--- src/common/io_regs_pkg.sv ---
// io register map package with host addresses, register widths and control bit positions
package io_regs_pkg;

	localparam int PIN_COUNT = 7;
	localparam int SCTRL_WIDTH = 5;
	localparam int SCTRL_WR_LSB = 3; // serial control lives in bits 7..3 of the host word

	typedef logic [3:0] reg_addr_t;
	typedef logic [PIN_COUNT-1:0] pin_vec_t;
	typedef logic [7:0] byte_t;

	// native register map, address 0 is unused and reads as zero
	localparam reg_addr_t REG_DATA_A = 4'd1;
	localparam reg_addr_t REG_DATA_B = 4'd2;
	localparam reg_addr_t REG_DATA_C = 4'd3;
	localparam reg_addr_t REG_CTRL_A = 4'd4;
	localparam reg_addr_t REG_CTRL_B = 4'd5;
	localparam reg_addr_t REG_CTRL_C = 4'd6;
	localparam reg_addr_t REG_TXD_A = 4'd7;
	localparam reg_addr_t REG_RXD_A = 4'd8;
	localparam reg_addr_t REG_SCTRL_A = 4'd9;
	localparam reg_addr_t REG_TXD_B = 4'd10;
	localparam reg_addr_t REG_RXD_B = 4'd11;
	localparam reg_addr_t REG_SCTRL_B = 4'd12;
	localparam reg_addr_t REG_TXD_C = 4'd13;
	localparam reg_addr_t REG_RXD_C = 4'd14;
	localparam reg_addr_t REG_SCTRL_C = 4'd15;

	localparam int CTRL_TH_IRQ_BIT = 7; // pin 6 interrupt enable

	// bit positions inside the stored serial control field
	localparam int SCTRL_RX_IRQ_BIT = 0;
	localparam int SCTRL_TX_EN_BIT = 1;
	localparam int SCTRL_RX_EN_BIT = 2;
	localparam int SCTRL_BAUD_LSB = 3;

	localparam int TX_PIN = 4;
	localparam int RX_PIN = 5;
	localparam int TH_PIN = 6;

endpackage

--- src/common/uart_pkg.sv ---
// serial link package with frame format, oversampling and baud rate selection
package uart_pkg;

	localparam int BAUD_RATES = 4;
	typedef logic [1:0] baud_sel_t;

	localparam int OVERSAMPLE = 8; // sample ticks per bit
	localparam int OS_W = $clog2(OVERSAMPLE);

	// 8N1 frame, data goes out lsb first
	localparam int FRAME_DATA_BITS = 8;
	localparam int FRAME_BITS = FRAME_DATA_BITS + 2;
	localparam int BIT_CNT_W = $clog2(FRAME_BITS);

	localparam logic START_BIT = 1'b0;
	localparam logic STOP_BIT = 1'b1; // also the idle level of the line

	// divisors on top of the base tick, indexed by the baud select
	localparam int STEP_W = 5;
	localparam logic [BAUD_RATES-1:0][STEP_W-1:0] BAUD_STEP = {
		5'd16,
		5'd4,
		5'd2,
		5'd1
	};

endpackage

--- src/uart/uart_tx.sv ---
// serial transmitter sending one 8N1 frame per loaded byte on bit tick enables
module uart_tx import uart_pkg::*;
	(
	input logic MCLK,
	input logic rst_n_i,
	input logic en_i,
	input logic bit_tick_i,
	input logic load_i,
	input logic [FRAME_DATA_BITS-1:0] data_i,
	output logic busy_o,
	output logic line_o
	);

	logic pending; // a byte waits in the holding register
	logic active;
	logic [BIT_CNT_W-1:0] bit_cnt;
	logic [FRAME_DATA_BITS-1:0] shift_q;
	logic frame_end;
	logic start_frame;

	assign frame_end = active && (bit_cnt == BIT_CNT_W'(FRAME_BITS - 1));
	assign start_frame = en_i && bit_tick_i && pending && (!active || frame_end);

	always_ff @(posedge MCLK)
	begin
		if (!rst_n_i)
		begin
			pending <= 1'b0;
			active <= 1'b0;
			bit_cnt <= '0;
			line_o <= STOP_BIT;
		end
		else
		begin
			if (!en_i)
			begin
				active <= 1'b0;
				line_o <= STOP_BIT;
			end
			else if (start_frame)
			begin
				pending <= 1'b0;
				active <= 1'b1;
				bit_cnt <= '0;
				line_o <= START_BIT;
			end
			else if (bit_tick_i && active)
			begin
				if (frame_end)
				begin
					active <= 1'b0; // stop bit done
					line_o <= STOP_BIT;
				end
				else
				begin
					bit_cnt <= bit_cnt + 1'b1;
					line_o <= (bit_cnt == BIT_CNT_W'(FRAME_DATA_BITS)) ? STOP_BIT : shift_q[0];
				end
			end
			if (load_i)
				pending <= 1'b1; // a write always wins over the pickup
		end
	end

	always_ff @(posedge MCLK)
	begin
		if (start_frame)
			shift_q <= data_i;
		else if (en_i && bit_tick_i && active)
			shift_q <= shift_q >> 1;
	end

	assign busy_o = pending | active;

endmodule

--- src/uart/uart_rx.sv ---
// oversampling serial receiver with ready and framing error flags
module uart_rx import uart_pkg::*;
	(
	input logic MCLK,
	input logic rst_n_i,
	input logic en_i,
	input logic sample_tick_i,
	input logic line_i,
	input logic clear_i,
	output logic [FRAME_DATA_BITS-1:0] data_o,
	output logic ready_o,
	output logic error_o
	);

	localparam logic [OS_W-1:0] MID = OS_W'(OVERSAMPLE / 2 - 1);

	logic line_s;
	logic line_prev;
	logic active;
	logic [OS_W-1:0] os_cnt;
	logic [BIT_CNT_W-1:0] bit_cnt;
	logic [FRAME_DATA_BITS-1:0] shift_q;
	logic stop_seen;
	logic stop_val;
	logic sample_mid;
	logic last_bit;

	assign sample_mid = en_i && sample_tick_i && active && (os_cnt == MID);
	assign last_bit = (bit_cnt == BIT_CNT_W'(FRAME_BITS - 1));

	always_ff @(posedge MCLK)
	begin
		if (!rst_n_i)
		begin
			line_s <= STOP_BIT;
			line_prev <= STOP_BIT;
			active <= 1'b0;
			os_cnt <= '0;
			bit_cnt <= '0;
			stop_seen <= 1'b0;
		end
		else
		begin
			line_s <= line_i;
			stop_seen <= 1'b0;
			if (!en_i)
			begin
				active <= 1'b0;
				line_prev <= STOP_BIT;
			end
			else if (sample_tick_i)
			begin
				line_prev <= line_s;
				if (!active)
				begin
					if (line_prev == STOP_BIT && line_s == START_BIT)
					begin
						active <= 1'b1; // falling edge, start bit begins
						os_cnt <= '0;
						bit_cnt <= '0;
					end
				end
				else
				begin
					os_cnt <= os_cnt + 1'b1;
					if (os_cnt == MID)
					begin
						if (bit_cnt == '0 && line_s != START_BIT)
							active <= 1'b0; // glitch, not a start bit
						else if (last_bit)
						begin
							active <= 1'b0;
							stop_seen <= 1'b1;
						end
						else
							bit_cnt <= bit_cnt + 1'b1;
					end
				end
			end
		end
	end

	always_ff @(posedge MCLK)
	begin
		if (sample_mid && bit_cnt != '0 && !last_bit)
			shift_q <= {line_s, shift_q[FRAME_DATA_BITS-1:1]}; // lsb arrives first
		if (sample_mid && last_bit)
			stop_val <= line_s;
	end

	// a new frame takes priority over a read in the same cycle
	always_ff @(posedge MCLK)
	begin
		if (!rst_n_i)
		begin
			data_o <= '0;
			ready_o <= 1'b0;
			error_o <= 1'b0;
		end
		else if (stop_seen)
		begin
			data_o <= shift_q;
			ready_o <= 1'b1;
			error_o <= (stop_val != STOP_BIT);
		end
		else if (clear_i)
		begin
			ready_o <= 1'b0;
			error_o <= 1'b0;
		end
	end

endmodule

--- src/baud_gen.sv ---
// baud generator producing sample and bit clock enables for the four serial rates
module baud_gen import uart_pkg::*;
	#(
	parameter int BAUD_BASE_DIV = 4
	)
	(
	input logic MCLK,
	input logic rst_n_i,
	output logic [BAUD_RATES-1:0] sample_tick_o,
	output logic [BAUD_RATES-1:0] bit_tick_o
	);

	localparam int BASE_W = (BAUD_BASE_DIV > 1) ? $clog2(BAUD_BASE_DIV) : 1;
	localparam int PRE_W = $clog2(BAUD_STEP[BAUD_RATES-1]);

	logic [BASE_W-1:0] base_cnt;
	logic [PRE_W-1:0] pre_cnt;
	logic base_tick;

	assign base_tick = (base_cnt == BASE_W'(BAUD_BASE_DIV - 1));

	always_ff @(posedge MCLK)
	begin
		if (!rst_n_i)
		begin
			base_cnt <= '0;
			pre_cnt <= '0;
		end
		else if (base_tick)
		begin
			base_cnt <= '0;
			pre_cnt <= pre_cnt + 1'b1; // wraps at the slowest step
		end
		else
			base_cnt <= base_cnt + 1'b1;
	end

	for (genvar r = 0; r < BAUD_RATES; r++)
	begin : g_rate
		logic [OS_W-1:0] os_cnt;

		// steps are powers of two so a mask on the prescaler picks the rate
		assign sample_tick_o[r] = base_tick
			&& ((pre_cnt & PRE_W'(BAUD_STEP[r] - 1)) == PRE_W'(BAUD_STEP[r] - 1));
		assign bit_tick_o[r] = sample_tick_o[r] && (os_cnt == OS_W'(OVERSAMPLE - 1));

		always_ff @(posedge MCLK)
		begin
			if (!rst_n_i)
				os_cnt <= '0;
			else if (sample_tick_o[r])
				os_cnt <= os_cnt + 1'b1;
		end
	end

endmodule

--- src/host_decode.sv ---
// host register decoder turning bus strobes into per-port write and read pulses
module host_decode import io_regs_pkg::*;
	(
	input logic MCLK,
	input logic rst_n_i,
	input reg_addr_t addr_i,
	input byte_t wdata_i,
	input logic wr_i,
	input logic rd_i,
	output byte_t rdata_o,
	output logic [2:0] data_wr_o, // bit 0 is port A
	output logic [2:0] ctrl_wr_o,
	output logic [2:0] txd_wr_o,
	output logic [2:0] sctrl_wr_o,
	output logic [2:0] rxd_rd_o,
	output byte_t wdata_o,
	input byte_t data_rd_a_i, data_rd_b_i, data_rd_c_i,
	input byte_t ctrl_q_a_i, ctrl_q_b_i, ctrl_q_c_i,
	input byte_t txd_q_a_i, txd_q_b_i, txd_q_c_i,
	input byte_t rxd_q_a_i, rxd_q_b_i, rxd_q_c_i,
	input byte_t status_a_i, status_b_i, status_c_i
	);

	byte_t rd_mux;

	assign wdata_o = wdata_i;

	always_comb
	begin
		data_wr_o = '0;
		ctrl_wr_o = '0;
		txd_wr_o = '0;
		sctrl_wr_o = '0;
		if (wr_i)
		begin
			case (addr_i)
				REG_DATA_A: data_wr_o[0] = 1'b1;
				REG_DATA_B: data_wr_o[1] = 1'b1;
				REG_DATA_C: data_wr_o[2] = 1'b1;
				REG_CTRL_A: ctrl_wr_o[0] = 1'b1;
				REG_CTRL_B: ctrl_wr_o[1] = 1'b1;
				REG_CTRL_C: ctrl_wr_o[2] = 1'b1;
				REG_TXD_A: txd_wr_o[0] = 1'b1;
				REG_TXD_B: txd_wr_o[1] = 1'b1;
				REG_TXD_C: txd_wr_o[2] = 1'b1;
				REG_SCTRL_A: sctrl_wr_o[0] = 1'b1;
				REG_SCTRL_B: sctrl_wr_o[1] = 1'b1;
				REG_SCTRL_C: sctrl_wr_o[2] = 1'b1;
				default: ; // rxd and address 0 are read only
			endcase
		end
	end

	// reading rxd acknowledges the received byte in that port
	always_comb
	begin
		rxd_rd_o = '0;
		if (rd_i)
		begin
			rxd_rd_o[0] = (addr_i == REG_RXD_A);
			rxd_rd_o[1] = (addr_i == REG_RXD_B);
			rxd_rd_o[2] = (addr_i == REG_RXD_C);
		end
	end

	always_comb
	begin
		case (addr_i)
			REG_DATA_A: rd_mux = data_rd_a_i;
			REG_DATA_B: rd_mux = data_rd_b_i;
			REG_DATA_C: rd_mux = data_rd_c_i;
			REG_CTRL_A: rd_mux = ctrl_q_a_i;
			REG_CTRL_B: rd_mux = ctrl_q_b_i;
			REG_CTRL_C: rd_mux = ctrl_q_c_i;
			REG_TXD_A: rd_mux = txd_q_a_i;
			REG_RXD_A: rd_mux = rxd_q_a_i;
			REG_SCTRL_A: rd_mux = status_a_i;
			REG_TXD_B: rd_mux = txd_q_b_i;
			REG_RXD_B: rd_mux = rxd_q_b_i;
			REG_SCTRL_B: rd_mux = status_b_i;
			REG_TXD_C: rd_mux = txd_q_c_i;
			REG_RXD_C: rd_mux = rxd_q_c_i;
			REG_SCTRL_C: rd_mux = status_c_i;
			default: rd_mux = '0;
		endcase
	end

	always_ff @(posedge MCLK)
	begin
		if (!rst_n_i)
			rdata_o <= '0;
		else if (rd_i)
			rdata_o <= rd_mux; // held until the next read
	end

endmodule

--- src/ctrl_port.sv ---
// controller port with pin registers, serial control, transmit buffer and interrupt sources
module ctrl_port import io_regs_pkg::*, uart_pkg::*;
	(
	input logic MCLK,
	input logic rst_n_i,
	input pin_vec_t pins_i,
	output pin_vec_t pins_o,
	output pin_vec_t dir_o,
	input byte_t wdata_i,
	input logic data_wr_i,
	input logic ctrl_wr_i,
	input logic txd_wr_i,
	input logic sctrl_wr_i,
	input logic rxd_rd_i,
	input logic [BAUD_RATES-1:0] sample_tick_i,
	input logic [BAUD_RATES-1:0] bit_tick_i,
	output byte_t data_rd_o,
	output byte_t ctrl_q_o,
	output byte_t txd_q_o,
	output byte_t rxd_q_o,
	output byte_t status_o,
	output logic irq_o
	);

	byte_t data_q;
	byte_t ctrl_q;
	byte_t txd_q; // holding register, the transmitter picks it up on its next bit tick
	logic [SCTRL_WIDTH-1:0] sctrl_q;
	baud_sel_t baud_sel;
	logic tx_en, rx_en;
	logic tx_busy, tx_line;
	logic rx_ready, rx_error;

	always_ff @(posedge MCLK)
	begin
		if (!rst_n_i)
		begin
			data_q <= '0;
			ctrl_q <= '0;
			txd_q <= '0;
			sctrl_q <= '0;
		end
		else
		begin
			if (data_wr_i)
				data_q <= wdata_i;
			if (ctrl_wr_i)
				ctrl_q <= wdata_i;
			if (txd_wr_i)
				txd_q <= wdata_i;
			if (sctrl_wr_i)
				sctrl_q <= wdata_i[SCTRL_WR_LSB +: SCTRL_WIDTH];
		end
	end

	assign baud_sel = sctrl_q[SCTRL_BAUD_LSB +: $bits(baud_sel_t)];
	assign tx_en = sctrl_q[SCTRL_TX_EN_BIT];
	assign rx_en = sctrl_q[SCTRL_RX_EN_BIT];

	// serial functions take over pins 4 and 5
	always_comb
	begin
		pins_o = data_q[PIN_COUNT-1:0];
		dir_o = ctrl_q[PIN_COUNT-1:0];
		if (tx_en)
		begin
			pins_o[TX_PIN] = tx_line;
			dir_o[TX_PIN] = 1'b1;
		end
		if (rx_en)
			dir_o[RX_PIN] = 1'b0;
	end

	uart_tx u_tx (.MCLK(MCLK), .rst_n_i(rst_n_i), .en_i(tx_en), .bit_tick_i(bit_tick_i[baud_sel]),
		.load_i(txd_wr_i), .data_i(txd_q), .busy_o(tx_busy), .line_o(tx_line));

	uart_rx u_rx (.MCLK(MCLK), .rst_n_i(rst_n_i), .en_i(rx_en),
		.sample_tick_i(sample_tick_i[baud_sel]), .line_i(pins_i[RX_PIN]), .clear_i(rxd_rd_i),
		.data_o(rxd_q_o), .ready_o(rx_ready), .error_o(rx_error));

	assign data_rd_o = {data_q[7], pins_i}; // stored bit 7 above the live pins
	assign ctrl_q_o = ctrl_q;
	assign txd_q_o = txd_q;
	assign status_o = {sctrl_q, rx_error, rx_ready, tx_busy};

	assign irq_o = (ctrl_q[CTRL_TH_IRQ_BIT] & ~pins_i[TH_PIN])
		| (rx_ready & sctrl_q[SCTRL_RX_IRQ_BIT]);

endmodule

--- src/md_io_top.sv ---
// io chip top level joining the host register decoder, the baud generator and three controller ports
module md_io_top import io_regs_pkg::*, uart_pkg::*;
	#(
	parameter int BAUD_BASE_DIV = 4
	)
	(
	input logic MCLK,
	input logic rst_n_i,
	input reg_addr_t addr_i,
	input byte_t wdata_i,
	input logic wr_i,
	input logic rd_i,
	output byte_t rdata_o,
	input pin_vec_t port_a_i,
	input pin_vec_t port_b_i,
	input pin_vec_t port_c_i,
	output pin_vec_t port_a_o,
	output pin_vec_t port_b_o,
	output pin_vec_t port_c_o,
	output pin_vec_t port_a_dir_o,
	output pin_vec_t port_b_dir_o,
	output pin_vec_t port_c_dir_o,
	output logic irq_n_o
	);

	logic [2:0] data_wr;
	logic [2:0] ctrl_wr;
	logic [2:0] txd_wr;
	logic [2:0] sctrl_wr;
	logic [2:0] rxd_rd;
	byte_t wdata;
	logic [BAUD_RATES-1:0] sample_tick;
	logic [BAUD_RATES-1:0] bit_tick;

	byte_t data_rd_a, ctrl_q_a, txd_q_a, rxd_q_a, status_a;
	byte_t data_rd_b, ctrl_q_b, txd_q_b, rxd_q_b, status_b;
	byte_t data_rd_c, ctrl_q_c, txd_q_c, rxd_q_c, status_c;
	logic irq_a, irq_b, irq_c;

	host_decode u_decode (.MCLK(MCLK), .rst_n_i(rst_n_i), .addr_i(addr_i), .wdata_i(wdata_i),
		.wr_i(wr_i), .rd_i(rd_i), .rdata_o(rdata_o), .data_wr_o(data_wr), .ctrl_wr_o(ctrl_wr),
		.txd_wr_o(txd_wr), .sctrl_wr_o(sctrl_wr), .rxd_rd_o(rxd_rd), .wdata_o(wdata),
		.data_rd_a_i(data_rd_a), .data_rd_b_i(data_rd_b), .data_rd_c_i(data_rd_c),
		.ctrl_q_a_i(ctrl_q_a), .ctrl_q_b_i(ctrl_q_b), .ctrl_q_c_i(ctrl_q_c),
		.txd_q_a_i(txd_q_a), .txd_q_b_i(txd_q_b), .txd_q_c_i(txd_q_c),
		.rxd_q_a_i(rxd_q_a), .rxd_q_b_i(rxd_q_b), .rxd_q_c_i(rxd_q_c),
		.status_a_i(status_a), .status_b_i(status_b), .status_c_i(status_c));

	baud_gen #(.BAUD_BASE_DIV(BAUD_BASE_DIV)) u_baud (.MCLK(MCLK), .rst_n_i(rst_n_i),
		.sample_tick_o(sample_tick), .bit_tick_o(bit_tick));

	ctrl_port u_port_a (.MCLK(MCLK), .rst_n_i(rst_n_i), .pins_i(port_a_i), .pins_o(port_a_o),
		.dir_o(port_a_dir_o), .wdata_i(wdata), .data_wr_i(data_wr[0]), .ctrl_wr_i(ctrl_wr[0]),
		.txd_wr_i(txd_wr[0]), .sctrl_wr_i(sctrl_wr[0]), .rxd_rd_i(rxd_rd[0]),
		.sample_tick_i(sample_tick), .bit_tick_i(bit_tick), .data_rd_o(data_rd_a),
		.ctrl_q_o(ctrl_q_a), .txd_q_o(txd_q_a), .rxd_q_o(rxd_q_a), .status_o(status_a),
		.irq_o(irq_a));

	ctrl_port u_port_b (.MCLK(MCLK), .rst_n_i(rst_n_i), .pins_i(port_b_i), .pins_o(port_b_o),
		.dir_o(port_b_dir_o), .wdata_i(wdata), .data_wr_i(data_wr[1]), .ctrl_wr_i(ctrl_wr[1]),
		.txd_wr_i(txd_wr[1]), .sctrl_wr_i(sctrl_wr[1]), .rxd_rd_i(rxd_rd[1]),
		.sample_tick_i(sample_tick), .bit_tick_i(bit_tick), .data_rd_o(data_rd_b),
		.ctrl_q_o(ctrl_q_b), .txd_q_o(txd_q_b), .rxd_q_o(rxd_q_b), .status_o(status_b),
		.irq_o(irq_b));

	ctrl_port u_port_c (.MCLK(MCLK), .rst_n_i(rst_n_i), .pins_i(port_c_i), .pins_o(port_c_o),
		.dir_o(port_c_dir_o), .wdata_i(wdata), .data_wr_i(data_wr[2]), .ctrl_wr_i(ctrl_wr[2]),
		.txd_wr_i(txd_wr[2]), .sctrl_wr_i(sctrl_wr[2]), .rxd_rd_i(rxd_rd[2]),
		.sample_tick_i(sample_tick), .bit_tick_i(bit_tick), .data_rd_o(data_rd_c),
		.ctrl_q_o(ctrl_q_c), .txd_q_o(txd_q_c), .rxd_q_o(rxd_q_c), .status_o(status_c),
		.irq_o(irq_c));

	assign irq_n_o = ~(irq_a | irq_b | irq_c); // one shared open-drain style line

endmodule

--- config.mk ---
export PLATFORM = sky130hd
export DESIGN_NAME = md_io_top
export DESIGN_NICKNAME = d
export VERILOG_FILES = /design/src/common/io_regs_pkg.sv /design/src/common/uart_pkg.sv /design/src/uart/uart_tx.sv /design/src/uart/uart_rx.sv /design/src/baud_gen.sv /design/src/host_decode.sv /design/src/ctrl_port.sv /design/src/md_io_top.sv
export SDC_FILE = /design/constraint.sdc
export NUM_CORES = 1
export LEC_CHECK = 0
export BUFFER_PORTS_ARGS = -buffer_cell sky130_fd_sc_hd__buf_4
export CAP_MARGIN = 25
export CORE_UTILIZATION = 50
export DETAILED_ROUTE_END_ITERATION = 6
export HOLD_SLACK_MARGIN = 0.02
export PLACE_DENSITY_LB_ADDON = 0.2
export SETUP_SLACK_MARGIN = 0.05
export SYNTH_ARGS = -nofsm -noshare
export SYNTH_HDL_FRONTEND = slang
export SYNTH_SLANG_ARGS = --single-unit
--- constraint.sdc ---
create_clock -name MCLK -period 6.9 [get_ports MCLK]
set_clock_uncertainty 0.2 [all_clocks]
set_input_delay 0.345 -clock MCLK [delete_from_list [all_inputs] [get_ports MCLK]]
set_output_delay 0.345 -clock MCLK [all_outputs]
set_load 0.005 [all_outputs]
==> results.ini <==
[finish]
layout.nets = 1342
n_antenna_cell = 0
seq_area_sq_um = 5480
fillers = 1965
largest_reg_flops = 12
drive_gt1_frac = 0.143
multiInputGateArea_sq_um = 5720
regMostFlops = u_baud.g_rate.os_cnt
synthToLayoutAreaGrowth_pct = 12.9
final_cells = 1604

[synthesis]
yosys_warnings = 0
yosys.cell_count.top_type = dfxtp_1
yosys-top-cells-count = 197 x dfxtp_1, 137 x nor2_1, 109 x nand2_1
synth_seq_cells = 248
syn_avg_cell_area_sq_um = 9.48
synth-edff-count = 51
synth_top_cell_area_share = 0.333
syn_inst = 1250
synth_seq_area_share = 0.462
async_flop_share = 0
yosys_most_used_dff = dfxtp_1
synth_cell_types = 74
yosysTopAreaCell = dfxtp_1
synthTopCellsByArea = dfxtp_1 33%, edfxtp_1 13%, mux2i_1 9.0%
synth_nets = 1321
synthesis.area_sq_um = 11900

[power_and_ir_drop]
cellPowerDensity_nw_per_um2 = 231
leakage_nw = 4.84
ir_drop_v = 0.000130

[routing]
dr.first_iter.drc_count = 853
vias_per_cell = 5.89
drc_errors = 0
num_vias = 9451
ant_nets = 0
wl_per_cell_microns = 19.6
dr.pass1.iters = 6
wirelength_mm = 31.4

[grt]
antenna_found_initial = 0
grt_start_max_net_pins = 104
grt_usage = 0.259
grt_pass1_vias = 8741
grt_first_pass_wirelength_mm = 49.2
grt.overflow.total = 0

[floorplanning]
die_h_microns = 156
start_util = 0.517
die_w_microns = 156
core-area_sq_um = 22900
die_area_sq_um = 24300
rows = 55
boundaryPins = 88

[sta]
holdWs_ns = 0.0748
slew_violations = 0
finalSetupTns_ns = 0
period_needed_ns = 3.62
slew_headroom = 0.383
grt_setup_unrepaired = no
finalSetupViolations = 0
max_freq_mhz = 276
hold_viol = 0
worst_pin_slew_ns = 0.925
finalCritPeriodShare = 0.524

[clock_tree]
postCtsSetupRepairBufs = 0
path_clk_slew_ns = 0.06
ctsHoldBuffers = 11
cts_buffers = 27
cts.path.max_buffers = 3
h-tree-depth = 1
cts_tree = built
cts.sinks = 248
cts_root_buffer = clkbuf_16
ctsResizeCount = 0
clock_latency_ns = 0.54

[setup_path]
path_buf_inv = 0
cp_max_fo = 25
crit_path_end_kind = flip-flop
critPathArrivalTime_ns = 3.70
path_class = reg -> reg
slowest_stage = ha_1
worstPathCellList = ha_1, nand4_2, o221ai_1, and3_1, mux2_2
startpoint = u_baud.base_cnt[0]
r2r_start = u_baud.base_cnt[0]
path_delay_family = simple AND/OR/NAND/NOR gates
cp.required_ns = 6.98
slowest_delay_ns = 0.77
start_kind = flip-flop

[placed_design]
placed_cells = 1543
portBuffers = 87
place.gp.congestion = 0.953
post-dp-hpwl_mm = 21.4

[run_status]
status = finished, final reports clean

[hold_path]
hp-start = rd_i
hold_path.class = in -> reg

[job]
maxCapViolations = 0

==> area by class of cell <==
cell class                      instances  area share
Clock buffer                           38      0.0575
Clock inverter                         11     0.00795
Inverter                               30     0.00860
Multi-Input combinational cell        863       0.427
Sequential cell                       248       0.409
Tap cell                              313      0.0293
Timing Repair Buffer                  101      0.0602
==> cells in the final DEF, fill, tap and decap left out, drive strengths merged, types with 15 or more instances in the layout <==
master	Yosys	routed
nand2	109	109
mux2i	106	106
inv	30	30
o21ai	65	65
nand3	39	39
mux2	33	33
ha	34	34
clkbuf	56	38
buf	53	90
edfxtp	51	51
a31oi	15	15
nor2	142	142
nor2b	32	32
nand3b	15	15
nand2b	15	15
a21oi	78	78
dfxtp	197	197
==> worst min-delay path, cell delays in order <==
cell and delay [ns]:
buf_4 0.17, nand3_1 0.10, a21oi_1 0.07, nor2_1 0.08
==> metal layers <==
layer,vias to the layer above,share of wire,GRT usage
li1,4474,-,-
met4,0,0.030,0.0896
met5,-,0,0
met1,4509,0.44,0.361
met2,395,0.46,0.415
met3,73,0.071,0.0294
==> power by group <==
part / internal, mW / switching, mW / leakage, nW
Combinational: 0.0581 / 0.108 / 2.36
Clock: 0.849 / 0.578 / 0.423
Sequential: 1.49 / 0.0137 / 2.06
==> path summary, 6_finish.rpt <==
kind	endpoint	slack (ns)	depth (start not counted)
worst max-delay path	u_port_c.u_tx.shift_q[2]	3.28	5
worst min-delay path	u_port_c.u_rx.ready_o	0.07	4
worst max register to register	u_port_c.u_tx.shift_q[2]	3.28	5
worst min register to register	u_baud.base_cnt[0]	0.23	1
==> through the flow <==
step / setup WS, ns / instance area, sq um / utilization / power (mW)
after floorplan: 4.47 / 11900 / - / 1.63
after global placement: 3.39 / 12400 / 0.540 / 1.69
after detailed placement: 3.29 / 12400 / 0.540 / 1.69
after CTS: 3.28 / 13400 / 0.583 / 3.11
after global routing: 3.07 / 13400 / 0.584 / 3.18
final: 3.28 / 13400 / 0.584 / 3.09
==> cells by family (layout without fill, tap and decap cells) <==
| group | after synthesis | count (layout) | share of synthesized area |
|---|---|---|---|
| XOR/XNOR | 13 | 13 | 0.00961 |
| AO/OA/AOI/OAI | 249 | 249 | 0.137 |
| adder cells (fa/ha/maj) | 34 | 34 | 0.0359 |
| AND/OR/NAND/NOR | 425 | 425 | 0.173 |
| multiplexers | 142 | 142 | 0.127 |
| flip-flops | 248 | 248 | 0.462 |
| buffers and inverters | 139 | 180 | 0.0557 |
Note: power is estimated with default switching activity, not from simulation.
